### src/video_timing_pkg.sv
package video_timing_pkg;

	////////////////////
	// counter widths
	////////////////////

	// pixel position within a line, 0 to H_TOTAL-1
	typedef logic [8:0] h_count_t;
	// line number within a frame, 0 to V_TOTAL-1
	typedef logic [8:0] v_count_t;
	// master divider phase, one step per 48 MHz cycle
	typedef logic [2:0] div_count_t;

	////////////////////
	// bundled signals
	////////////////////

	// one-cycle strobes at 24, 12 and 6 MHz
	typedef struct packed {
		logic ce_24m;
		logic ce_12m;
		logic ce_6m;
	} clk_enables_t;

	// horizontal sync group, all active low
	typedef struct packed {
		logic hsync_n;
		logic hblank_n;
		logic hreset_n;
	} h_sync_t;

	// vertical sync group, all active low
	typedef struct packed {
		logic vsync_n;
		logic vblank_n;
		logic vreset_n;
	} v_sync_t;

	// horizontal raster bits, s1h/s2h trail h1/h2 by one pixel
	typedef struct packed {
		logic h1;
		logic h2;
		logic h4;
		logic s1h;
		logic s2h;
	} h_bits_t;

	// line count bits 0, 3 and 7 under their board names
	typedef struct packed {
		logic v1;
		logic v4;
		logic v8;
	} v_bits_t;

	////////////////////
	// raster defaults
	////////////////////

	localparam h_count_t H_TOTAL       = 9'd384;
	localparam h_count_t H_BLANK_START = 9'd272;
	localparam h_count_t H_BLANK_END   = 9'd368;
	localparam h_count_t H_SYNC_START  = 9'd304;
	localparam h_count_t H_SYNC_END    = 9'd336;
	localparam h_count_t H_RESET_POS   = 9'd15;

	// vertical blank and sync both wrap through line 0
	localparam v_count_t V_TOTAL       = 9'd264;
	localparam v_count_t V_BLANK_START = 9'd240;
	localparam v_count_t V_BLANK_END   = 9'd16;
	localparam v_count_t V_SYNC_START  = 9'd248;
	localparam v_count_t V_SYNC_END    = 9'd0;

endpackage

### src/clock_enable_gen.sv
`timescale 1ns/1ps

module clock_enable_gen
	import video_timing_pkg::*;
(
	input  logic         CLK_48M,
	input  logic         rst,
	output clk_enables_t enables
);

	////////////////////
	// master divider
	////////////////////

	// free running, wraps every 8 cycles
	div_count_t div;
	// value the divider takes at the next edge
	div_count_t div_next;

	assign div_next = div + 3'd1;

	always_ff @(posedge CLK_48M) begin
		if (rst) begin
			div <= '0;
		end else begin
			div <= div_next;
		end
	end

	////////////////////
	// strobe decode
	////////////////////

	// decoded from div_next so each strobe is high
	// in the same cycle as the divider value it marks
	// 6 MHz implies 12 MHz implies 24 MHz
	always_ff @(posedge CLK_48M) begin
		if (rst) begin
			enables <= '0;
		end else begin
			// odd phases
			enables.ce_24m <= div_next[0];
			// phases 3 and 7
			enables.ce_12m <= (div_next[1:0] == 2'b11);
			// phase 7 only, one pixel per 8 cycles
			enables.ce_6m  <= (div_next == 3'd7);
		end
	end

endmodule

### src/horizontal_timing.sv
`timescale 1ns/1ps

module horizontal_timing
	import video_timing_pkg::*;
#(
	parameter h_count_t H_TOTAL       = video_timing_pkg::H_TOTAL,
	parameter h_count_t H_BLANK_START = video_timing_pkg::H_BLANK_START,
	parameter h_count_t H_BLANK_END   = video_timing_pkg::H_BLANK_END,
	parameter h_count_t H_SYNC_START  = video_timing_pkg::H_SYNC_START,
	parameter h_count_t H_SYNC_END    = video_timing_pkg::H_SYNC_END,
	parameter h_count_t H_RESET_POS   = video_timing_pkg::H_RESET_POS
)(
	input  logic    CLK_48M,
	input  logic    rst,
	input  logic    pixel_ce,
	output logic    line_step,
	output h_sync_t h_sync,
	output h_bits_t h_bits
);

	// last pixel of a line
	localparam h_count_t H_LAST = H_TOTAL - 9'd1;

	////////////////////
	// pixel counter
	////////////////////

	h_count_t h_count;
	h_count_t h_next;

	// wrap after the last pixel
	assign h_next = (h_count == H_LAST) ? '0 : h_count + 9'd1;

	always_ff @(posedge CLK_48M) begin
		if (rst) begin
			h_count <= '0;
		end else if (pixel_ce) begin
			h_count <= h_next;
		end
	end

	////////////////////
	// sync, blank, reset
	////////////////////

	// decoded from h_next so the outputs move with the counter
	always_ff @(posedge CLK_48M) begin
		if (rst) begin
			h_sync.hsync_n  <= 1'b1;
			h_sync.hblank_n <= 1'b1;
			h_sync.hreset_n <= 1'b1;
		end else if (pixel_ce) begin
			// blank window, set and cleared at its edges
			if (h_next == H_BLANK_START) begin
				h_sync.hblank_n <= 1'b0;
			end else if (h_next == H_BLANK_END) begin
				h_sync.hblank_n <= 1'b1;
			end

			// sync low from start up to end, end excluded
			if (h_next == H_SYNC_START) begin
				h_sync.hsync_n <= 1'b0;
			end else if (h_next == H_SYNC_END) begin
				h_sync.hsync_n <= 1'b1;
			end

			// single pixel pulse
			h_sync.hreset_n <= (h_next != H_RESET_POS);
		end
	end

	////////////////////
	// line step
	////////////////////

	// one 48 MHz cycle wide, lines up with the hsync_n fall
	// the vertical block counts on this
	always_ff @(posedge CLK_48M) begin
		if (rst) begin
			line_step <= 1'b0;
		end else begin
			line_step <= pixel_ce && (h_next == H_SYNC_START);
		end
	end

	////////////////////
	// raster bits
	////////////////////

	always_ff @(posedge CLK_48M) begin
		if (rst) begin
			h_bits <= '0;
		end else if (pixel_ce) begin
			// delayed copies take the old h1/h2
			h_bits.s1h <= h_bits.h1;
			h_bits.s2h <= h_bits.h2;
			// 3 MHz
			h_bits.h1  <= h_next[0];
			// 1.5 MHz
			h_bits.h2  <= h_next[1];
			// 750 kHz
			h_bits.h4  <= h_next[2];
		end
	end

endmodule

### src/vertical_timing.sv
`timescale 1ns/1ps

module vertical_timing
	import video_timing_pkg::*;
#(
	parameter v_count_t V_TOTAL       = video_timing_pkg::V_TOTAL,
	parameter v_count_t V_BLANK_START = video_timing_pkg::V_BLANK_START,
	parameter v_count_t V_BLANK_END   = video_timing_pkg::V_BLANK_END,
	parameter v_count_t V_SYNC_START  = video_timing_pkg::V_SYNC_START,
	parameter v_count_t V_SYNC_END    = video_timing_pkg::V_SYNC_END
)(
	input  logic    CLK_48M,
	input  logic    rst,
	input  logic    line_step,
	output v_sync_t v_sync,
	output v_bits_t v_bits
);

	// last line of a frame
	localparam v_count_t V_LAST = V_TOTAL - 9'd1;

	////////////////////
	// line counter
	////////////////////

	v_count_t v_count;
	v_count_t v_next;

	// wrap after the last line
	assign v_next = (v_count == V_LAST) ? '0 : v_count + 9'd1;

	always_ff @(posedge CLK_48M) begin
		if (rst) begin
			v_count <= '0;
		end else if (line_step) begin
			v_count <= v_next;
		end
	end

	////////////////////
	// sync and blank
	////////////////////

	// both windows wrap through line 0
	always_ff @(posedge CLK_48M) begin
		if (rst) begin
			v_sync.vsync_n  <= 1'b1;
			v_sync.vblank_n <= 1'b1;
		end else if (line_step) begin
			if (v_next == V_BLANK_START) begin
				v_sync.vblank_n <= 1'b0;
			end else if (v_next == V_BLANK_END) begin
				v_sync.vblank_n <= 1'b1;
			end

			if (v_next == V_SYNC_START) begin
				v_sync.vsync_n <= 1'b0;
			end else if (v_next == V_SYNC_END) begin
				v_sync.vsync_n <= 1'b1;
			end
		end
	end

	////////////////////
	// vertical reset
	////////////////////

	// cycles left in the low pulse, one pixel is 8 cycles
	logic [2:0] vreset_stretch;

	// falls on the line step into line 0
	// stays low 8 cycles, then released
	always_ff @(posedge CLK_48M) begin
		if (rst) begin
			v_sync.vreset_n <= 1'b1;
			vreset_stretch  <= '0;
		end else if (line_step && (v_next == '0)) begin
			v_sync.vreset_n <= 1'b0;
			vreset_stretch  <= 3'd7;
		end else if (!v_sync.vreset_n) begin
			if (vreset_stretch == '0) begin
				v_sync.vreset_n <= 1'b1;
			end else begin
				vreset_stretch <= vreset_stretch - 3'd1;
			end
		end
	end

	////////////////////
	// raster bits
	////////////////////

	always_ff @(posedge CLK_48M) begin
		if (rst) begin
			v_bits <= '0;
		end else if (line_step) begin
			// line count bits 0, 3, 7
			v_bits.v1 <= v_next[0];
			v_bits.v4 <= v_next[3];
			v_bits.v8 <= v_next[7];
		end
	end

endmodule

### src/video_timing_top.sv
`timescale 1ns/1ps

module video_timing_top
	import video_timing_pkg::*;
#(
	parameter h_count_t H_TOTAL       = video_timing_pkg::H_TOTAL,
	parameter h_count_t H_BLANK_START = video_timing_pkg::H_BLANK_START,
	parameter h_count_t H_BLANK_END   = video_timing_pkg::H_BLANK_END,
	parameter h_count_t H_SYNC_START  = video_timing_pkg::H_SYNC_START,
	parameter h_count_t H_SYNC_END    = video_timing_pkg::H_SYNC_END,
	parameter h_count_t H_RESET_POS   = video_timing_pkg::H_RESET_POS,
	parameter v_count_t V_TOTAL       = video_timing_pkg::V_TOTAL,
	parameter v_count_t V_BLANK_START = video_timing_pkg::V_BLANK_START,
	parameter v_count_t V_BLANK_END   = video_timing_pkg::V_BLANK_END,
	parameter v_count_t V_SYNC_START  = video_timing_pkg::V_SYNC_START,
	parameter v_count_t V_SYNC_END    = video_timing_pkg::V_SYNC_END
)(
	input  logic         CLK_48M,
	input  logic         rst,
	output clk_enables_t enables,
	output h_sync_t      h_sync,
	output v_sync_t      v_sync,
	output h_bits_t      h_bits,
	output v_bits_t      v_bits
);

	// one cycle strobe at each hsync fall
	logic line_step;

	////////////////////
	// clock enables
	////////////////////

	clock_enable_gen u_clock_enable_gen (
		.CLK_48M (CLK_48M),
		.rst     (rst),
		.enables (enables)
	);

	////////////////////
	// horizontal
	////////////////////

	// runs at the 6 MHz pixel rate
	horizontal_timing #(
		.H_TOTAL       (H_TOTAL),
		.H_BLANK_START (H_BLANK_START),
		.H_BLANK_END   (H_BLANK_END),
		.H_SYNC_START  (H_SYNC_START),
		.H_SYNC_END    (H_SYNC_END),
		.H_RESET_POS   (H_RESET_POS)
	) u_horizontal_timing (
		.CLK_48M   (CLK_48M),
		.rst       (rst),
		.pixel_ce  (enables.ce_6m),
		.line_step (line_step),
		.h_sync    (h_sync),
		.h_bits    (h_bits)
	);

	////////////////////
	// vertical
	////////////////////

	// one step per line
	vertical_timing #(
		.V_TOTAL       (V_TOTAL),
		.V_BLANK_START (V_BLANK_START),
		.V_BLANK_END   (V_BLANK_END),
		.V_SYNC_START  (V_SYNC_START),
		.V_SYNC_END    (V_SYNC_END)
	) u_vertical_timing (
		.CLK_48M   (CLK_48M),
		.rst       (rst),
		.line_step (line_step),
		.v_sync    (v_sync),
		.v_bits    (v_bits)
	);

endmodule

### config.mk
export PLATFORM = sky130hd
export DESIGN_NAME = video_timing_top
export DESIGN_NICKNAME = d
export VERILOG_FILES = /design/src/video_timing_pkg.sv /design/src/clock_enable_gen.sv /design/src/horizontal_timing.sv /design/src/vertical_timing.sv /design/src/video_timing_top.sv
export SDC_FILE = /design/constraint.sdc
export NUM_CORES = 1
export LEC_CHECK = 0
export BUFFER_PORTS_ARGS = -buffer_cell sky130_fd_sc_hd__buf_4
export CORE_MARGIN = 5
export CORE_UTILIZATION = 32
export DETAILED_ROUTE_END_ITERATION = 10
export SKIP_LAST_GASP = 1
export SLEW_MARGIN = 20
export SYNTH_ARGS = -nofsm -noshare
export SYNTH_HDL_FRONTEND = slang
export SYNTH_SLANG_ARGS = --single-unit
### constraint.sdc
create_clock -name CLK_48M -period 2.2 [get_ports CLK_48M]
set_input_delay 0.33 -clock CLK_48M [delete_from_list [all_inputs] [get_ports CLK_48M]]
set_output_delay 0.33 -clock CLK_48M [all_outputs]
set_load 0.01 [all_outputs]
# Yosys cells after proc, flatten, opt, wreduce, memory -nomap -nowiden

Index checks and enable logic that the tools add are counted.
W data, S select, Z words.

Bits in registers: 42
Bits in read-only memories: 0
Latch bits: 0
Input bits: 2
Word-level logic and storage cells: 69
Memories kept: 0
Memory bits (writable): 0
Output and inout bits: 17

Bitwise gates (word level): 0
Muxes and demuxes: 16
Magnitude comparators: 0
Reductions and logical operators: 13
Multipliers: 0
Divide/modulo/power cells: 0
$add $sub $neg: 4
Equality and inequality tests: 14
Shift operators: 0

Operators by type and width:

| cell                  | count |
|---|---|
| $eq A9 B9 Y1 const B  | 6 |
| $add A9 B1 Y9 const B | 2 |
| $eq A9 B8 Y1 const B  | 2 |
| $mux W9               | 2 |
| $mux W1               | 11 |
| $reduce_and A2 Y1     | 5 |
| $eq A9 B5 Y1 const B  | 1 |
| $logic_not A9 Y1      | 1 |
| $mux W3               | 3 |
| $ne A9 B4 Y1 const B  | 1 |
| $reduce_bool A2 Y1    | 4 |
| $add A3 B1 Y3 const B | 1 |
| $eq A3 B3 Y1 const B  | 1 |
| $logic_not A3 Y1      | 1 |
| $sub A3 B1 Y3 const B | 1 |
| $eq A2 B2 Y1 const B  | 1 |
| $logic_and A1 B1 Y1   | 2 |
| $ne A2 B1 Y1 const B  | 1 |
| $ne A2 B2 Y1 const B  | 1 |

# Longest topological paths before layout

Depth after elaboration: 6
Mapped depth: 7
Mapped depth without buffers: 6

# Hierarchy

Synthesis repeated with hierarchy kept, for this count alone.

Cell total of the unflattened synthesis: 234
Area, all modules: 1999.4 µm²

By module, submodules not included:

| module            | times used | cells each | seq. area each (µm²) | area an instance (µm²) |
|---|---|---|---|---|
| vertical_timing   | 1          | 115        | 300.3                | 977.2 |
| horizontal_timing | 1          | 104        | 300.3                | 853.3 |
| clock_enable_gen  | 1          | 15         | 100.1                | 168.9 |

# Least setup slack after synthesis

OpenSTA, ideal clock, no wires.

Path type: reg2reg
Start point: reg u_horizontal_timing.h_count[1]
End point: reg, netlist name u_horizontal_timing.h_sync[1]
Path buffers: 1
Arrival time: 1.924 ns
Period minus slack after synthesis: 2.002 ns
Library setup time: 0.078 ns
Stages on the path, launching flop included: 8
Data required time: 2.122 ns
Setup slack: 0.198 ns
Cells stage by stage: dfxtp_1 > ha_1 > clkbuf_1 > a21oi_1 > nor3_1 > o211ai_1 > or4_1 > a32oi_1

Longest elaborated chain between the ends: 5
Elaborated cells on any way between the ends: 8
Classes of those cells: 1 x add/sub; 3 x eq/ne; 2 x mux; 2 x reduce/logical

Ends and longest elaborated chain:

| item                                          | line                                             | source |
|---|---|---|
| from (decl)                                   | horizontal_timing.sv:28                          | `h_count_t h_count;` |
| from (signal assigned)                        | horizontal_timing.sv:38                          | `h_count <= h_next;` |
| $add A9 B1 Y9 or $eq A9 B9 Y1 (tied branches) | horizontal_timing.sv:32                          | `assign h_next = (h_count == H_LAST) ? '0 : h_count + 9'd1;` |
| $mux W9 (*)                                   | horizontal_timing.sv:32                          |  |
| $eq A9 B9 Y1, on equally long branches        | horizontal_timing.sv:56, horizontal_timing.sv:54 |  |
| $reduce_bool A2 Y1 (no line)                  | n/a                                              |  |
| $reduce_and A2 Y1 (no line)                   | n/a                                              |  |

Mark *: on every way between the ends. The rest lies on a longest branch, timed or not.
A chain may end at the register's enable or synchronous reset.

# Worst setup path after layout

Start point: reg u_horizontal_timing.h_count[1]
End point: reg, netlist name u_horizontal_timing.h_sync[1]

Longest elaborated chain between the ends: 5
Elaborated cells on any way between the ends: 8
Classes of those cells: 1 x add/sub; 3 x eq/ne; 2 x mux; 2 x reduce/logical

Ends and longest elaborated chain:

| item                                          | line |
|---|---|
| $add A9 B1 Y9 or $eq A9 B9 Y1 (tied branches) | horizontal_timing.sv:32 |
| $mux W9 (*)                                   | horizontal_timing.sv:32 |
| $eq A9 B9 Y1, on equally long branches        | horizontal_timing.sv:56, horizontal_timing.sv:54 |
| $reduce_bool A2 Y1 (no line)                  | n/a |
| $reduce_and A2 Y1 (no line)                   | n/a |

Marks and branches as above.

==> impl_metrics.py <==
metrics = {
    "timing": {
        "final-hold-violation-count": 0,
        "finalCriticalPeriod_ns": 2.02,
        "max_slew_margin_pct": 72.0,
        "fin_setup_tns_ns": 0,
        "max_freq_mhz": 494,
        "rsz0062_at_grt": "false",
        "timing.hold.ws_ns": 0.438,
        "worstMarginPinSlew_ns": 0.415,
        "drv_slew": 0,
        "setup_viol_count_final": 0,
        "skew_ns": 0.00656,
        "min_period_over_period_pct": 91.9,
    },
    "setup_path": {
        "cp_max_fo": 7,
        "worstPathRequired_ns": 2.41,
        "critPathArrivalTime_ns": 2.24,
        "criticalPathCategory": "flop to flop",
        "startpoint_type": "flop",
        "crit_path_end_kind": "flop",
    },
    "global_routing": {
        "grt_pass1_wl_um": 6930,
        "grt_max_degree": 37,
        "track_usage_pct": 11.5,
        "grt_pass1_vias": 1562,
        "antenna_found_initial": 0,
        "gr-total-overflow": 0,
    },
    "final_layout": {
        "syn_to_final_growth_pct": 13.8,
        "nets": 263,
        "final_core_util_pct": 37.3,
        "finalInstanceArea_um2": 2210,
        "drive_gt1_share_pct": 16.1,
        "diodes": 0,
    },
    "die": {
        "die-width_um": 87.9,
        "die_area_um2": 7720,
        "core_area_um2": 5920,
        "io_pins": 19,
        "std_cell_rows": 28,
        "start_util_pct": 32.8,
        "fp.dieH_um": 87.9,
    },
    "placed_design": {
        "dp_hpwl_um": 2910,
        "gp_congestion": 0.864,
        "placed_cell_area_um2": 2120,
        "io_buffers": 18,
    },
    "synthesis": {
        "yosys-top-cells-area": "dfxtp_1, nor2_1, a21oi_1, xnor2_1, ha_1",
        "syn_nets": 253,
        "synthFlopType": "dfxtp_1",
        "syn-mean-instance-area_um2": 7.92,
        "synthCells": 245,
        "synth_top_area_share_pct": 36.1,
        "yosysTopAreaCell": "dfxtp_1",
        "synth_edf_count": 0,
        "yosys_warnings": 0,
        "ys_ff_latch": 35,
        "yosysSeqAreaShare_pct": 36.1,
        "syn_area_um2": 1940,
        "yosysUniqueCellTypes": 44,
        "async_reset_ff_share_pct": 0,
    },
    "power_and_ir_drop": {
        "internal_power_mw": 0.896,
        "power.switching_mw": 0.246,
        "pwr-share-comb_pct": 2.7,
        "seqPwrFrac_pct": 56.3,
        "switching_share_pct": 21.5,
        "p_leak_nw": 0.772,
        "irDropWorstVdd_uv": 275,
        "clkPwrFrac_pct": 41.0,
        "power_density_nw_per_um2": 517,
    },
    "cts": {
        "cts-hold-fix-buffers": 0,
        "cts_root_buf": "clkbuf_8",
        "clk_latency_ns": 0.29,
        "cts_sinks": 35,
        "cts_made_buffers": 5,
        "cts_max_level": 2,
        "cts_buffer_depth": 2,
        "clk_pin_slew_ns": 0.07,
        "cts_tree": "built",
    },
    "detailed_routing": {
        "final_antenna_net_count": 0,
        "viasPerCell": 5.16,
        "routed_wl_um": 4110,
        "drt_iter0_drc": 66,
        "route.vias.total": 1702,
        "dr.pass1.iters": 4,
        "avgRoutedWirePerCell_um": 12.4,
        "drc": 0,
    },
    "hold_path": {
        "hold_class": "input pin to flop",
    },
    "job": {
        "cap_violations": 0,
    },
    "status": {
        "status": "complete, no violations",
    },
}
## routing by layer
layer	share of wire (%)	wire [um]	GRT usage [%]	vias to the layer above
met5	0	0	0	-
li1	-	-	-	876
met1	47	1920	13.6	791
met4	1.6	65	5.02	0
met3	3.7	150	3.10	6
met2	48	1970	19.4	29
## area by class of cell
cell class | count | area, um^2
clock buffers | 6 | 82.6
clock inverters | 1 | 5.00
fillers | 629 | 3710
inverters | 7 | 26.3
multi-input cells | 177 | 1080
flip-flops and latches | 35 | 701
well taps | 75 | 93.8
repair buffers | 29 | 218
## through the flow
step / setup WS (ns) / power, mW / std cells
global placement: 0.167 / 0.689 / 323
detailed placement: 0.175 / 0.689 / 323
finish: 0.177 / 1.14 / 330
CTS: 0.165 / 1.17 / 330
floorplan: 0.198 / 0.681 / 245
global route: 0.0292 / 1.20 / 330
## flip-flops by register name, summed over array words and instances (netlist names)
signal	flops
u_horizontal_timing.h_count	9
u_vertical_timing.v_sync	3
u_horizontal_timing.h_bits	2
u_vertical_timing.vreset_stretch	3
u_clock_enable_gen.enables	2
u_horizontal_timing.h_sync	3
u_vertical_timing.v_count	9
u_clock_enable_gen.div	3
u_horizontal_timing.line_step	1
## power by group through the flow
stage	Sequential, mW	Combinational [mW]	Clock, mW
after floorplan	0.657	0.0237	0
after global placement	0.657	0.0318	0
after detailed placement	0.657	0.0319	0
after CTS	0.643	0.0319	0.492
after global routing	0.643	0.0354	0.521
final	0.643	0.0312	0.468
## worst max-delay path, cell delays in order, from the launching register on
cell      delay (ns)
dfxtp_1         0.34
ha_1            0.29
buf_4           0.18
nand3_1         0.09
xnor2_1         0.19
o211ai_1        0.16
or4_1           0.54
a32oi_1         0.15
## cell families (layout without fill, tap and decap cells)
kind of cell / after synthesis / count (layout) / synth area share [%]
AOI/OAI and AO/OA: 48 / 48 / 15.6
buffers and inverters: 33 / 43 / 8.12
DFF: 35 / 35 / 36.1
muxes: 4 / 4 / 2.06
adders and majority gates: 6 / 6 / 3.87
xor gates and xnor gates: 14 / 14 / 6.32
and+or+nand+nor: 105 / 105 / 27.9
## what timing repair did
item / 4_1_cts / 5_1_grt
buffers inserted: 0 / 0
endpoints found under the setup margin: 0 / 1
gates resized for setup: 0 / 1
hold endpoints to repair: 0 / 0
## final timing paths
kind / depth (start not counted) / to / from / slack (ns)
max: 7 / u_horizontal_timing.h_sync[1] / u_horizontal_timing.h_count[1] / 0.18
min: 2 / u_vertical_timing.v_count[6] / rst / 0.44
max reg2reg: 7 / u_horizontal_timing.h_sync[1] / u_horizontal_timing.h_count[1] / 0.18
min reg2reg: 1 / u_clock_enable_gen.div[0] / u_clock_enable_gen.div[0] / 0.47
## synth_stat cells, types with 3 or more instances
cell type  instances
a21oi_1           19
a31oi_1            3
a32oi_1            3
and2_1             3
and3_1             3
buf_2              3
buf_4              8
clkbuf_1          15
dfxtp_1           35
ha_1               6
inv_1              7
mux2i_1            4
nand2_1           16
nand2b_1           6
nand3_1           12
nand4_1            5
nor2_1            29
nor2b_1            5
nor3_1             8
o21ai_0            8
or3_1              5
xnor2_1            9
xor2_1             5
## placed cells by master (no fill, tap or decap), types with 2 or more instances in the layout
cell       n
inv_1      7
clkbuf_8   6
nand2_1   16
o211ai_1   2
nand2b_1   6
o22ai_1    2
or3_1      5
and3_1     3
or4_1      2
a32oi_1    3
nor2_1    29
a211o_1    2
buf_4     29
xnor2_1    9
a41oi_1    2
a31oi_1    3
mux2i_1    4
nor3_1     8
a21oi_1   19
o21ai_0    7
nor3b_1    2
nor2b_1    5
xor2_1     5
nand3_1   12
or2_2      2
dfxtp_1   35
ha_1       6
and2_1     3
nand4_1    5
(Power assumes the default switching activity.)
